<file path="config.mk">
export PLATFORM = sky130hd
export DESIGN_NAME = rhs_array_ctrl
export DESIGN_NICKNAME = d
export VERILOG_FILES = /design/src/rhs_pkg.sv /design/src/rhs_array_ctrl.sv /design/src/rhs_sample_collector.sv /design/src/rhs_spi_engine.sv /design/src/rhs_cmd_fifo.sv /design/src/rhs_cmd_sequencer.sv
export SDC_FILE = /design/constraint.sdc
export NUM_CORES = 1
export LEC_CHECK = 0
export BUFFER_PORTS_ARGS = -buffer_cell sky130_fd_sc_hd__buf_2
export CORE_ASPECT_RATIO = 0.7
export CORE_MARGIN = 8
export CORE_UTILIZATION = 45
export CTS_CLUSTER_SIZE = 8
export DETAILED_ROUTE_END_ITERATION = 10
export GPL_ROUTABILITY_DRIVEN = 0
export PLACE_DENSITY = 0.65
export SLEW_MARGIN = 20
export SYNTH_ARGS = -nofsm -noshare
export SYNTH_HDL_FRONTEND = slang
export SYNTH_HIERARCHICAL = 1
export SYNTH_SLANG_ARGS = --single-unit
</file>
<file path="constraint.sdc">
create_clock -name clk -period 7.2 [get_ports clk]
set_input_delay 1.08 -clock clk [delete_from_list [all_inputs] [get_ports clk]]
set_output_delay 1.08 -clock clk [all_outputs]
set_load 0.02 [all_outputs]
</file>
<file path="src/rhs_pkg.sv">
`default_nettype none

package rhs_pkg;

    localparam int CHIP_COUNT              = 4;
    localparam int CHANNELS_PER_CHIP       = 16;
    localparam int FRAME_BITS              = 32;
    localparam int SAMPLE_BITS             = 16;
    localparam int SLOTS_PER_RUN           = 40;   // 34 converts plus 6 spare slots per sample
    localparam int CONFIG_WRITES           = 18;
    localparam int ZCHECK_SLOTS_PER_PERIOD = 5;
    localparam int SINE_STEPS              = 20;   // 1 khz sine stepped at 20 ks/s
    localparam int ZCHECK_CYCLES           = 1;
    localparam int ZCHECK_SAMPLES          = SINE_STEPS * ZCHECK_CYCLES;
    localparam int CONVERT_DELAY           = 2;    // adc result comes back two frames later
    localparam int SCLK_HALF               = 2;
    localparam int CS_GAP                  = 4;
    localparam int SHIFT_CLKS              = FRAME_BITS * 2 * SCLK_HALF;
    localparam int FRAME_CLKS              = SHIFT_CLKS + CS_GAP;
    localparam int FIFO_DEPTH              = 4;

    localparam logic [7:0] REG_ZCHECK_CTRL = 8'd2;
    localparam logic [7:0] REG_ZCHECK_DAC  = 8'd3;
    localparam logic [7:0] CHIP_ID_REG     = 8'd255;  // reads back as 32

    typedef enum logic [1:0] {
        CMD_CONVERT = 2'b00,
        CMD_CLEAR   = 2'b01,
        CMD_WRITE   = 2'b10,
        CMD_READ    = 2'b11
    } cmd_kind_e;

    typedef union packed {
        struct packed {
            cmd_kind_e   kind;
            logic        u_flag;   // apply triggered registers
            logic        m_flag;   // clear compliance monitor
            logic [3:0]  pad;
            logic [7:0]  addr;
            logic [15:0] data;
        } regs;
        struct packed {
            cmd_kind_e   kind;
            logic        u_flag;
            logic        m_flag;
            logic        d_flag;   // dc low gain amp
            logic        h_flag;   // adc offset removal
            logic [3:0]  pad;
            logic [5:0]  channel;
            logic [15:0] pad_lo;
        } conv;
    } rhs_cmd_u;

    typedef struct packed {
        rhs_cmd_u   cmd;
        logic       capture;
        logic       last;
        logic [4:0] sample_idx;
    } cmd_item_t;

    typedef struct packed {
        logic                                   capture;
        logic                                   last;
        logic [4:0]                             sample_idx;
        logic [CHIP_COUNT-1:0][FRAME_BITS-1:0] data;
    } reply_item_t;

    typedef logic [ZCHECK_SAMPLES-1:0][SAMPLE_BITS-1:0] zcheck_samples_t;

    localparam rhs_cmd_u CLEAR_CAL_WORD = 32'h6A00_0000;  // rhs uses clear instead of calibrate

    function automatic rhs_cmd_u reg_cmd(input cmd_kind_e kind, input logic u_flag,
                                         input logic [7:0] addr, input logic [15:0] data);
        rhs_cmd_u c;
        c             = '0;
        c.regs.kind   = kind;
        c.regs.u_flag = u_flag;
        c.regs.addr   = addr;
        c.regs.data   = data;
        return c;
    endfunction

    function automatic rhs_cmd_u config_word(input logic [5:0] slot);
        logic [7:0]  addr;
        logic [15:0] data;
        addr = 8'd0;
        data = 16'h0000;
        if (slot >= 6'(CONFIG_WRITES)) begin
            return reg_cmd(CMD_READ, 1'b1, CHIP_ID_REG, 16'h0000);  // dummy id read
        end
        case (slot)
            6'd0:  addr = 8'd32;                           // stim enable a off
            6'd1:  addr = 8'd33;                           // stim enable b off
            6'd2:  begin addr = 8'd38; data = 16'hFFFF; end
            6'd3:  return CLEAR_CAL_WORD;
            6'd4:  data = 16'h0112;                        // adc buffer bias 4, mux bias 18
            6'd5:  begin addr = 8'd1;  data = 16'h0080; end // weak miso, unsigned adc
            6'd6:  addr = 8'd2;                            // zcheck off
            6'd7:  addr = 8'd3;
            6'd8:  begin addr = 8'd4;  data = 16'h0016; end
            6'd9:  begin addr = 8'd5;  data = 16'h0017; end // 7.5 khz upper band
            6'd10: begin addr = 8'd6;  data = 16'h00A8; end // 5 hz lower band
            6'd11: begin addr = 8'd7;  data = 16'h000A; end
            6'd12: begin addr = 8'd8;  data = 16'hFFFF; end // all ac amps on
            6'd13: addr = 8'd10;                           // fast settle open
            6'd14: begin addr = 8'd12; data = 16'hFFFF; end
            6'd15: addr = 8'd42;                           // stimulators off
            6'd16: addr = 8'd46;
            default: addr = 8'd48;                         // charge recovery dac off
        endcase
        return reg_cmd(CMD_WRITE, 1'b0, addr, data);
    endfunction

    function automatic logic [7:0] sine_code(input logic [4:0] step);
        case (step)
            5'd0, 5'd10:  return 8'h80;
            5'd1, 5'd9:   return 8'hA7;
            5'd2, 5'd8:   return 8'hCB;
            5'd3, 5'd7:   return 8'hE7;
            5'd4, 5'd6:   return 8'hF9;
            5'd5:         return 8'hFF;
            5'd11, 5'd19: return 8'h59;
            5'd12, 5'd18: return 8'h35;
            5'd13, 5'd17: return 8'h19;
            5'd14, 5'd16: return 8'h07;
            5'd15:        return 8'h01;
            default:      return 8'h00;
        endcase
    endfunction

endpackage

`default_nettype wire
</file>
<file path="src/rhs_array_ctrl.sv">
`timescale 1ns/1ps
`default_nettype none

module rhs_array_ctrl (
    input  logic                           clk,
    input  logic                           rstn,
    input  logic                           config_start,
    input  logic                           zcheck_start,
    input  logic [5:0]                     zcheck_channel,
    input  logic [1:0]                     zcheck_scale,
    output logic                           cs,
    output logic                           sclk,
    output logic [rhs_pkg::CHIP_COUNT-1:0] mosi,
    input  logic [rhs_pkg::CHIP_COUNT-1:0] miso,
    output rhs_pkg::zcheck_samples_t       zcheck_data,
    output logic                           busy,
    output logic                           done
);

    rhs_pkg::cmd_item_t   cmd_item;
    rhs_pkg::cmd_item_t   head;
    rhs_pkg::reply_item_t reply;
    logic                 push;
    logic                 pop;
    logic                 full;
    logic                 empty;
    logic                 reply_valid;

    rhs_cmd_sequencer u_sequencer (
        .clk            (clk),
        .rstn           (rstn),
        .config_start   (config_start),
        .zcheck_start   (zcheck_start),
        .zcheck_channel (zcheck_channel),
        .zcheck_scale   (zcheck_scale),
        .full           (full),
        .cmd_item       (cmd_item),
        .push           (push),
        .busy           (busy),
        .done           (done)
    );

    rhs_cmd_fifo u_fifo (
        .clk      (clk),
        .rstn     (rstn),
        .push     (push),
        .cmd_item (cmd_item),
        .pop      (pop),
        .head     (head),
        .empty    (empty),
        .full     (full)
    );

    rhs_spi_engine u_engine (
        .clk         (clk),
        .rstn        (rstn),
        .head        (head),
        .empty       (empty),
        .pop         (pop),
        .cs          (cs),
        .sclk        (sclk),
        .mosi        (mosi),
        .miso        (miso),
        .reply       (reply),
        .reply_valid (reply_valid)
    );

    rhs_sample_collector u_collector (
        .clk            (clk),
        .rstn           (rstn),
        .reply          (reply),
        .reply_valid    (reply_valid),
        .zcheck_channel (zcheck_channel),
        .zcheck_data    (zcheck_data),
        .done           (done)
    );

endmodule

`default_nettype wire

</file>
<file path="src/rhs_sample_collector.sv">
`timescale 1ns/1ps
`default_nettype none

module rhs_sample_collector (
    input  logic                     clk,
    input  logic                     rstn,
    input  rhs_pkg::reply_item_t     reply,
    input  logic                     reply_valid,
    input  logic [5:0]               zcheck_channel,
    output rhs_pkg::zcheck_samples_t zcheck_data,
    output logic                     done
);

    logic [1:0] chip_sel;  // chip that holds the zcheck channel

    assign chip_sel = 2'(zcheck_channel / 6'(rhs_pkg::CHANNELS_PER_CHIP));

    // adc result sits in the upper half of the reply word
    always_ff @(posedge clk) begin
        if (reply_valid && reply.capture) begin
            zcheck_data[reply.sample_idx] <=
                reply.data[chip_sel][rhs_pkg::FRAME_BITS-1 -: rhs_pkg::SAMPLE_BITS];
        end
    end

    always_ff @(posedge clk) begin
        if (!rstn) begin
            done <= 1'b0;
        end else begin
            done <= reply_valid & reply.last;  // one pulse per run
        end
    end

endmodule

`default_nettype wire

</file>
<file path="src/rhs_spi_engine.sv">
`timescale 1ns/1ps
`default_nettype none

module rhs_spi_engine (
    input  logic                            clk,
    input  logic                            rstn,
    input  rhs_pkg::cmd_item_t              head,
    input  logic                            empty,
    output logic                            pop,
    output logic                            cs,
    output logic                            sclk,
    output logic [rhs_pkg::CHIP_COUNT-1:0]  mosi,
    input  logic [rhs_pkg::CHIP_COUNT-1:0]  miso,
    output rhs_pkg::reply_item_t            reply,
    output logic                            reply_valid
);

    logic                                                active;
    logic [7:0]                                          tick;   // clk count inside a frame
    logic [7:0]                                          phase;  // position inside one sclk period
    logic                                                in_window;
    logic                                                sample_rx;
    logic                                                shift_tx;
    rhs_pkg::cmd_item_t                                  cur;
    logic [rhs_pkg::FRAME_BITS-1:0]                      tx;
    logic [rhs_pkg::CHIP_COUNT-1:0][rhs_pkg::FRAME_BITS-1:0] rx;

    assign phase     = tick % 8'(2 * rhs_pkg::SCLK_HALF);
    assign in_window = active && (tick < 8'(rhs_pkg::SHIFT_CLKS));
    assign sample_rx = in_window && (phase == 8'(rhs_pkg::SCLK_HALF));          // sclk rise
    assign shift_tx  = in_window && (phase == 8'(2 * rhs_pkg::SCLK_HALF - 1));  // before fall

    assign pop         = ~active & ~empty;
    assign cs          = ~in_window;
    assign sclk        = in_window && (phase >= 8'(rhs_pkg::SCLK_HALF));
    assign mosi        = {rhs_pkg::CHIP_COUNT{tx[rhs_pkg::FRAME_BITS-1]}};
    // the pop cycle is the first gap cycle, so the active count stops two short
    assign reply_valid = active && (tick == 8'(rhs_pkg::FRAME_CLKS - 2));

    always_comb begin
        reply.capture    = cur.capture;
        reply.last       = cur.last;
        reply.sample_idx = cur.sample_idx;
        reply.data       = rx;
    end

    always_ff @(posedge clk) begin
        if (!rstn) begin
            active <= 1'b0;
            tick   <= 8'd0;
        end else if (pop) begin
            active <= 1'b1;
            tick   <= 8'd0;
        end else if (reply_valid) begin
            active <= 1'b0;
        end else if (active) begin
            tick <= tick + 8'd1;
        end
    end

    always_ff @(posedge clk) begin
        if (pop) begin
            cur <= head;
            tx  <= head.cmd;
        end else if (shift_tx) begin
            tx <= {tx[rhs_pkg::FRAME_BITS-2:0], 1'b0};  // msb first
        end
        if (sample_rx) begin
            for (int c = 0; c < rhs_pkg::CHIP_COUNT; c++) begin
                rx[c] <= {rx[c][rhs_pkg::FRAME_BITS-2:0], miso[c]};
            end
        end
    end

endmodule

`default_nettype wire

</file>
<file path="src/rhs_cmd_fifo.sv">
`timescale 1ns/1ps
`default_nettype none

module rhs_cmd_fifo (
    input  logic               clk,
    input  logic               rstn,
    input  logic               push,
    input  rhs_pkg::cmd_item_t cmd_item,
    input  logic               pop,
    output rhs_pkg::cmd_item_t head,
    output logic               empty,
    output logic               full
);

    rhs_pkg::cmd_item_t mem [rhs_pkg::FIFO_DEPTH];
    logic [1:0]         wr_ptr;
    logic [1:0]         rd_ptr;
    logic [2:0]         count;
    logic               do_push;
    logic               do_pop;

    assign empty   = (count == 3'd0);
    assign full    = (count == 3'(rhs_pkg::FIFO_DEPTH));
    assign do_push = push & ~full;
    assign do_pop  = pop & ~empty;
    assign head    = mem[rd_ptr];

    always_ff @(posedge clk) begin
        if (do_push) begin
            mem[wr_ptr] <= cmd_item;
        end
    end

    always_ff @(posedge clk) begin
        if (!rstn) begin
            wr_ptr <= 2'd0;
            rd_ptr <= 2'd0;
            count  <= 3'd0;
        end else begin
            if (do_push) wr_ptr <= wr_ptr + 2'd1;  // pointers wrap at depth 4
            if (do_pop)  rd_ptr <= rd_ptr + 2'd1;
            case ({do_push, do_pop})
                2'b10:   count <= count + 3'd1;
                2'b01:   count <= count - 3'd1;
                default: count <= count;
            endcase
        end
    end

endmodule

`default_nettype wire

</file>
<file path="src/rhs_cmd_sequencer.sv">
`timescale 1ns/1ps
`default_nettype none

module rhs_cmd_sequencer (
    input  logic                clk,
    input  logic                rstn,
    input  logic                config_start,
    input  logic                zcheck_start,
    input  logic [5:0]          zcheck_channel,
    input  logic [1:0]          zcheck_scale,
    input  logic                full,
    output rhs_pkg::cmd_item_t  cmd_item,
    output logic                push,
    output logic                busy,
    input  logic                done
);

    logic             run_q;       // run in progress until done
    logic             issuing;     // items left to push
    logic             zmode;
    logic             sine_phase;  // zcheck past its setup slots
    logic [5:0]       slot;
    logic [2:0]       sub;         // slot within one sine period
    logic [4:0]       sample;
    logic             start_ok;
    logic [5:0]       chip_chan;
    logic [15:0]      zc_ctrl;
    rhs_pkg::rhs_cmd_u dummy_read;
    rhs_pkg::rhs_cmd_u convert;

    assign busy      = run_q & ~done;
    assign start_ok  = ~busy & (config_start | zcheck_start);
    assign push      = issuing & ~full;
    assign chip_chan = zcheck_channel % 6'(rhs_pkg::CHANNELS_PER_CHIP);

    // dac power, scale and channel select with zcheck enabled
    assign zc_ctrl = {2'b00, chip_chan, 1'b0, 1'b1, 1'b0, zcheck_scale, 2'b00, 1'b1};

    assign dummy_read = rhs_pkg::reg_cmd(rhs_pkg::CMD_READ, 1'b1, rhs_pkg::CHIP_ID_REG, 16'h0000);

    always_comb begin
        convert              = '0;
        convert.conv.kind    = rhs_pkg::CMD_CONVERT;
        convert.conv.channel = chip_chan;
    end

    always_comb begin
        cmd_item = '0;
        if (!zmode) begin
            cmd_item.cmd  = rhs_pkg::config_word(slot);
            cmd_item.last = (slot == 6'(rhs_pkg::SLOTS_PER_RUN - 1));
        end else if (!sine_phase) begin
            case (slot)
                6'd0: cmd_item.cmd = rhs_pkg::reg_cmd(rhs_pkg::CMD_WRITE, 1'b0,
                                                      rhs_pkg::REG_ZCHECK_CTRL, zc_ctrl);
                6'd1: cmd_item.cmd = rhs_pkg::reg_cmd(rhs_pkg::CMD_WRITE, 1'b0,
                                                      rhs_pkg::REG_ZCHECK_DAC, 16'h0000);
                default: cmd_item.cmd = dummy_read;
            endcase
        end else begin
            case (sub)
                3'd0: cmd_item.cmd = rhs_pkg::reg_cmd(rhs_pkg::CMD_WRITE, 1'b0,
                    rhs_pkg::REG_ZCHECK_DAC,
                    {8'h00, rhs_pkg::sine_code(sample % 5'(rhs_pkg::SINE_STEPS))});
                3'd1: cmd_item.cmd = convert;
                default: cmd_item.cmd = dummy_read;
            endcase
            cmd_item.capture    = (sub == 3'(rhs_pkg::CONVERT_DELAY + 1));  // convert result slot
            cmd_item.sample_idx = sample;
            cmd_item.last       = (sub == 3'(rhs_pkg::ZCHECK_SLOTS_PER_PERIOD - 1)) &&
                                  (sample == 5'(rhs_pkg::ZCHECK_SAMPLES - 1));
        end
    end

    always_ff @(posedge clk) begin
        if (!rstn) begin
            run_q      <= 1'b0;
            issuing    <= 1'b0;
            zmode      <= 1'b0;
            sine_phase <= 1'b0;
            slot       <= 6'd0;
            sub        <= 3'd0;
            sample     <= 5'd0;
        end else begin
            if (done) begin
                run_q <= 1'b0;
            end
            if (push) begin
                if (cmd_item.last) begin
                    issuing <= 1'b0;
                end else if (!sine_phase) begin
                    if (slot == 6'(rhs_pkg::SLOTS_PER_RUN - 1)) begin
                        slot       <= 6'd0;
                        sine_phase <= 1'b1;  // only reached in a zcheck run
                    end else begin
                        slot <= slot + 6'd1;
                    end
                end else if (sub == 3'(rhs_pkg::ZCHECK_SLOTS_PER_PERIOD - 1)) begin
                    sub    <= 3'd0;
                    sample <= sample + 5'd1;
                end else begin
                    sub <= sub + 3'd1;
                end
            end
            if (start_ok) begin
                run_q      <= 1'b1;
                issuing    <= 1'b1;
                zmode      <= ~config_start;  // config wins a tie
                sine_phase <= 1'b0;
                slot       <= 6'd0;
                sub        <= 3'd0;
                sample     <= 5'd0;
            end
        end
    end

endmodule

`default_nettype wire

</file>
==> out/results.ini, run 1 <==
[outcome]
status = complete, no violations

[timing]
rsz0062_at_grt = false
tns_ns = 0
final.min_clock_period_ns = 3.178
slew_headroom = 0.2789
maxSlewViolCount = 0
worst_pin_slew_ns = 1.081
hold_ws_ns = 0.4100
setup_viol = 0
max_freq_mhz = 314.7
skew_ns = 0.03855
finalHoldViolCount = 0
period_share = 0.4413

[clock_tree]
htree_levels = 3
post_cts.repair.setup_buffers = 0
numCtsBuffers = 95
cts-root-buf = clkbuf_16
clkLatencyLatePin_ns = 0.63
cts_hold_buf = 0
cts_resized = 0
clkTransAtPathRegs_ns = 0.05
clk_path_buf_depth = 3
clock_sinks = 680
cts_tree = built

[pwr]
power_mw = 9.708
leakage_nw = 10.31
power.share.switching = 0.2280
comb_power_share = 0.096
power.share.clock = 0.405
p_int_mw = 7.495
vdd_ir_drop_max_mv = 0.2038
p_sw_mw = 2.213
power_frac_seq = 0.499
power_density_nw_per_um2 = 327.7

[synth]
ys.flop_type = edfxtp_1
synthArstFlopShare = 0
ys_seq_elements = 680
synth_top_family_by_area = multiplexers
netlist.area_leader.share = 0.7898
syn_inst = 1207
yosysTopAreaCell = edfxtp_1
ys_warn_count = 6
synth_compound_area_frac = 0.03281
synth_mux_area_frac = 0.07058
synthSimpleGateAreaFrac = 0.04284
synth-edff-count = 643
ys_top_cells_by_area = edfxtp_1 79%, mux4_2 4.5%, dfxtp_1 3.0%
syn_area_per_cell_sq_um = 20.25
yosys.cell_types.count = 82
synth-seq-area-share = 0.8201
synth_xor_area_frac = 0.003941
syn-cell-area_sq_um = 24450
yosys.area_share.adder = 0.01157

[cells_and_area]
layout_common_cells = 643 x edfxtp_1, 343 x buf_2, 95 x clkbuf_16, 57 x nor2_1, 49 x mux4_2
layoutNonFillerInstCount = 2386
layout_commonest_cell = edfxtp_1
num-nets-final = 1657
drive_above_1_share = 0.3553
postLayoutCellArea_sq_um = 29630
syn_to_final_growth_pct = 21.19

[detailed_routing]
drt_first_iter_violations = 1214
wl_per_cell_um = 24.75
antenna_left = 0
routed_wl_mm = 59.05
first_pass_iters = 5
drt-vias-per-instance = 5.368
drc = 0
vias = 12809

[worst_hold_path]
hold_depth = 0
hold_end = u_engine/reply[45]
min_path_type = reg -> reg
hp-start = u_engine/reply[44]

[worst_setup_path]
crit_type = reg -> out
cp-start-kind = flop
crit_required_ns = 6.12
r2r-start = u_engine/tick[1]
critPathArrivalTime_ns = 2.10
crit_path_end_kind = primary output
path_max_fanout = 15
reg2reg_depth = 5
rrSetupSlack_ns = 4.12
r2r-end = u_collector/zcheck_data[101]

[floorplan]
row_count = 71
core-area_sq_um = 53750
die_x_um = 294.6
dieArea_sq_um = 62160
ios = 344
start_util = 0.4548
die_h_um = 211.0

[placed_design]
post-dp-hpwl_mm = 38.41
placedCellCount = 2252
postPlaceCellArea_sq_um = 26980
io_buffers = 343

[grt]
track_usage = 0.1841
antenna_found_initial = 0
grt_max_degree = 88
gr-total-overflow = 0
grt_pass1_wl_mm = 85.08
grt_pass1_vias = 12817

[job]
drv_cap = 0

## synthesized netlist by cell type (8+ instances only)
cell type	count
a21oi_1	23
and2_1	10
and3_1	11
buf_4	16
clkbuf_1	21
dfxtp_1	37
edfxtp_1	643
ha_1	21
inv_1	25
mux2_2	33
mux4_2	49
nand2_1	37
nand2b_1	9
nand3_1	11
nor2_1	66
o21ai_0	32
or3_1	8
## per-layer routing
| layer | wire length [um] | global-route usage | share of wire | vias to the layer above |
|---|---|---|---|---|
| met5 | 0 | 0 | 0 | - |
| met4 | 928 | 0.04291 | 0.016 | 0 |
| met3 | 6826 | 0.07602 | 0.12 | 80 |
| met2 | 27320 | 0.2833 | 0.46 | 632 |
| met1 | 23980 | 0.2446 | 0.41 | 6515 |
| li1 | - | - | - | 5582 |
## registers in the layout, indices dropped and copies added, names as in the netlist, 2 cells and up, named ones only
signal / cells
u_collector/zcheck_data: 320
u_fifo/mem: 156
u_engine/reply: 135
u_engine/tx: 32
u_engine/tick: 8
u_sequencer/slot: 6
u_sequencer/sample: 5
u_fifo/count: 3
u_sequencer/sub: 3
u_fifo/rd_ptr: 2
u_fifo/wr_ptr: 2
## worst max-delay path: stages, from the launching register on
cell      delay [ns]
dfxtp_1         0.67
nand2b_1        0.29
a21oi_1         0.29
buf_2           0.22
## power groups by stage
stage / Sequential [mW] / Clock (mW) / Combinational, mW
after floorplan: 4.88 / 0 / 0.720
after global placement: 4.90 / 0 / 0.924
after detailed placement: 4.91 / 0 / 0.947
after CTS: 4.84 / 4.02 / 0.954
after global routing: 4.87 / 4.20 / 1.02
final: 4.85 / 3.93 / 0.934
## worst max path at each step
stage	startpoint	endpoint	slack, ns
floorplan	u_engine/active	u_engine/reply[0]	0.44
global placement	zcheck_channel[4]	u_collector/zcheck_data[259]	4.18
detailed placement	zcheck_channel[4]	u_collector/zcheck_data[307]	4.11
CTS	u_engine/active	sclk	3.99
global route	u_engine/active	sclk	3.83
finish	u_engine/active	sclk	4.02
## kinds of logic (layout without fill, tap and decap cells)
group	after synthesis	in the layout
flops	680	680
simple gates	199	199
compound gates	118	118
mux	96	96
buf+inv	80	526
fa+ha+maj	22	22
xor+xnor	11	11
other cells	1	4
## per-stage QoR
step                setup WS [ns]  utilization
floorplan                  0.4415            -
global placement            4.180       0.5015
detailed placement          4.109       0.5020
CTS                         3.987       0.5510
global route                3.830       0.5512
finish                      4.022       0.5512
## layout make-up
cell class | count | area, sq um
sequential | 680 | 20050
clock buffer | 123 | 2482
tap | 730 | 913.4
fill | 4084 | 24120
timing repair buffer | 366 | 1902
multi-input combinational | 449 | 4023
inverter | 27 | 101.3
antenna | 1 | 2.502
clock inverter | 10 | 151.4
Power figures use the tool's default switching activity.
==> inputs of run 2 (changes only) <==
PLACE_DENSITY = 0.68   (was 0.65)
clock period = 2.9 ns   (was 7.2 ns; I/O delays follow)
==> out/results.ini, run 2 (synthesis results as in run 1) <==
[clock_tree]
cts_tree = built
htree_levels = 3
numCtsBuffers = 94
cts_hold_buf = 4
cts_resized = 0
clkLatencyLatePin_ns = 0.63
clk_path_buf_depth = 3
cts-root-buf = clkbuf_16
post_cts.repair.setup_buffers = 0
clkTransAtPathRegs_ns = 0.05
clock_sinks = 680

[worst_setup_path]
critPathLaunch = u_engine/tick[1]
path_max_fanout = 16
cp-endpoint = u_collector/zcheck_data[74]
crit_required_ns = 3.17
cp-start-kind = flop
reg2reg_depth = 6
rrSetupSlack_ns = 0.20
critPathArrivalTime_ns = 2.96
crit_path_end_kind = flop
r2r-end = u_collector/zcheck_data[74]
crit_type = reg -> reg
r2r-start = u_engine/tick[1]

[grt]
grt.busiest_layer = met2
track_usage = 0.1796
grt_pass1_wl_mm = 83.79
grt_pass1_vias = 12942
gr-total-overflow = 0
antenna_found_initial = 3
grt_max_degree = 83
grt_use_met2 = 0.2776
grtUsageMet1 = 0.2444
gr-usage-met3 = 0.05659

[timing]
tns_ns = 0
setup_viol = 0
rsz0062_at_grt = false
slew_headroom = 0.3837
maxSlewViolCount = 0
final.min_clock_period_ns = 2.696
skew_ns = 0.03634
finalHoldViolCount = 0
worst_pin_slew_ns = 0.9148
max_freq_mhz = 371.0
period_share = 0.9295

[cells_and_area]
drive_above_1_share = 0.3589
largest_reg_flops = 320
num-nets-final = 1690
syn_to_final_growth_pct = 22.60
post-route-util = 0.5576
largest_register = u_collector/zcheck_data
postLayoutCellArea_sq_um = 29970
layout_common_cells = 643 x edfxtp_1, 343 x buf_2, 94 x clkbuf_16, 61 x nor2_1, 49 x mux4_2
layout_commonest_cell = edfxtp_1
nFillCells = 4045

[worst_hold_path]
min_path_type = in -> reg
hold_depth = 3

[floorplan]
start_util = 0.4548
core-area_sq_um = 53750
row_count = 71
dieArea_sq_um = 62160
die_x_um = 294.6
ios = 344
die_h_um = 211.0

[detailed_routing]
routed_wl_mm = 57.81
wl_per_cell_um = 23.84
drt_first_iter_violations = 1316
drt-vias-per-instance = 5.360
first_pass_iters = 5
vias = 12998
drc = 0
antenna_left = 0

[pwr]
leakage_nw = 10.48
comb_power_share = 0.100
power.share.clock = 0.404
power_frac_seq = 0.495
vdd_ir_drop_max_mv = 0.4733
power_density_nw_per_um2 = 810.3
power_mw = 24.29
power.share.switching = 0.2309
p_int_mw = 18.68
p_sw_mw = 5.608

[outcome]
status = complete, no violations

[placed_design]
io_buffers = 343
post-dp-hpwl_mm = 37.53
postPlaceCellArea_sq_um = 27260

[job]
drv_cap = 0

-- run 2: routing by layer --
metal	vias to the layer above	share of wire
met2	625	0.46
li1	5643	-
met1	6645	0.41
met3	85	0.10
met4	0	0.023
met5	-	0
-- run 2: worst min-delay path by stage --
stage	from	end	slack (ns)
6_report	zcheck_start	u_sequencer/zmode	0.08
4_1_cts	zcheck_start	u_sequencer/zmode	0.05
3_5_place_dp	u_engine/reply[106]	u_engine/reply[107]	0.40
3_3_place_gp	u_engine/reply[70]	u_engine/reply[71]	0.40
2_1_floorplan	u_engine/reply[99]	u_engine/reply[100]	0.40
5_1_grt	zcheck_start	u_sequencer/zmode	0.07
-- run 2: through the flow --
step	hold WS, ns	setup WS [ns]	instances
2_1_floorplan	0.4003	-0.02429	1209
3_3_place_gp	0.4041	0.3501	2282
3_5_place_dp	0.4045	0.2624	2282
4_1_cts	0.04628	0.2189	2424
5_1_grt	0.06915	0.08446	2425
6_report	0.08018	0.2045	2425
-- run 2: final cells by class --
type                            instances  area (sq um)  area share
Sequential cell                       680         20050      0.6691
Multi-Input combinational cell        449          4001      0.1335
Clock buffer                          131          2491     0.08312
Timing Repair Buffer                  400          2230     0.07440
Tap cell                              730         913.4     0.03048
Clock inverter                          7         176.4    0.005887
Inverter                               27         101.3    0.003382
Antenna cell                            1         2.502  0.00008350
-- run 2: power by group through the flow --
| stage | clock, mW | sequential (mW) | combinational, mW |
|---|---|---|---|
| 6_report | 9.82 | 12.0 | 2.44 |
| 5_1_grt | 10.5 | 12.1 | 2.64 |
| 4_1_cts | 10.0 | 12.0 | 2.48 |
| 3_5_place_dp | 0 | 12.2 | 2.47 |
| 3_3_place_gp | 0 | 12.2 | 2.42 |
| 2_1_floorplan | 0 | 12.1 | 1.80 |
-- run 2: worst max-delay path: stages (launching register included) --
cell	delay [ns]
dfxtp_1	0.42
ha_1	0.19
nor4b_2	0.32
and3_1	0.36
nand4bb_1	0.50
nor2_2	0.24
buf_4	0.30
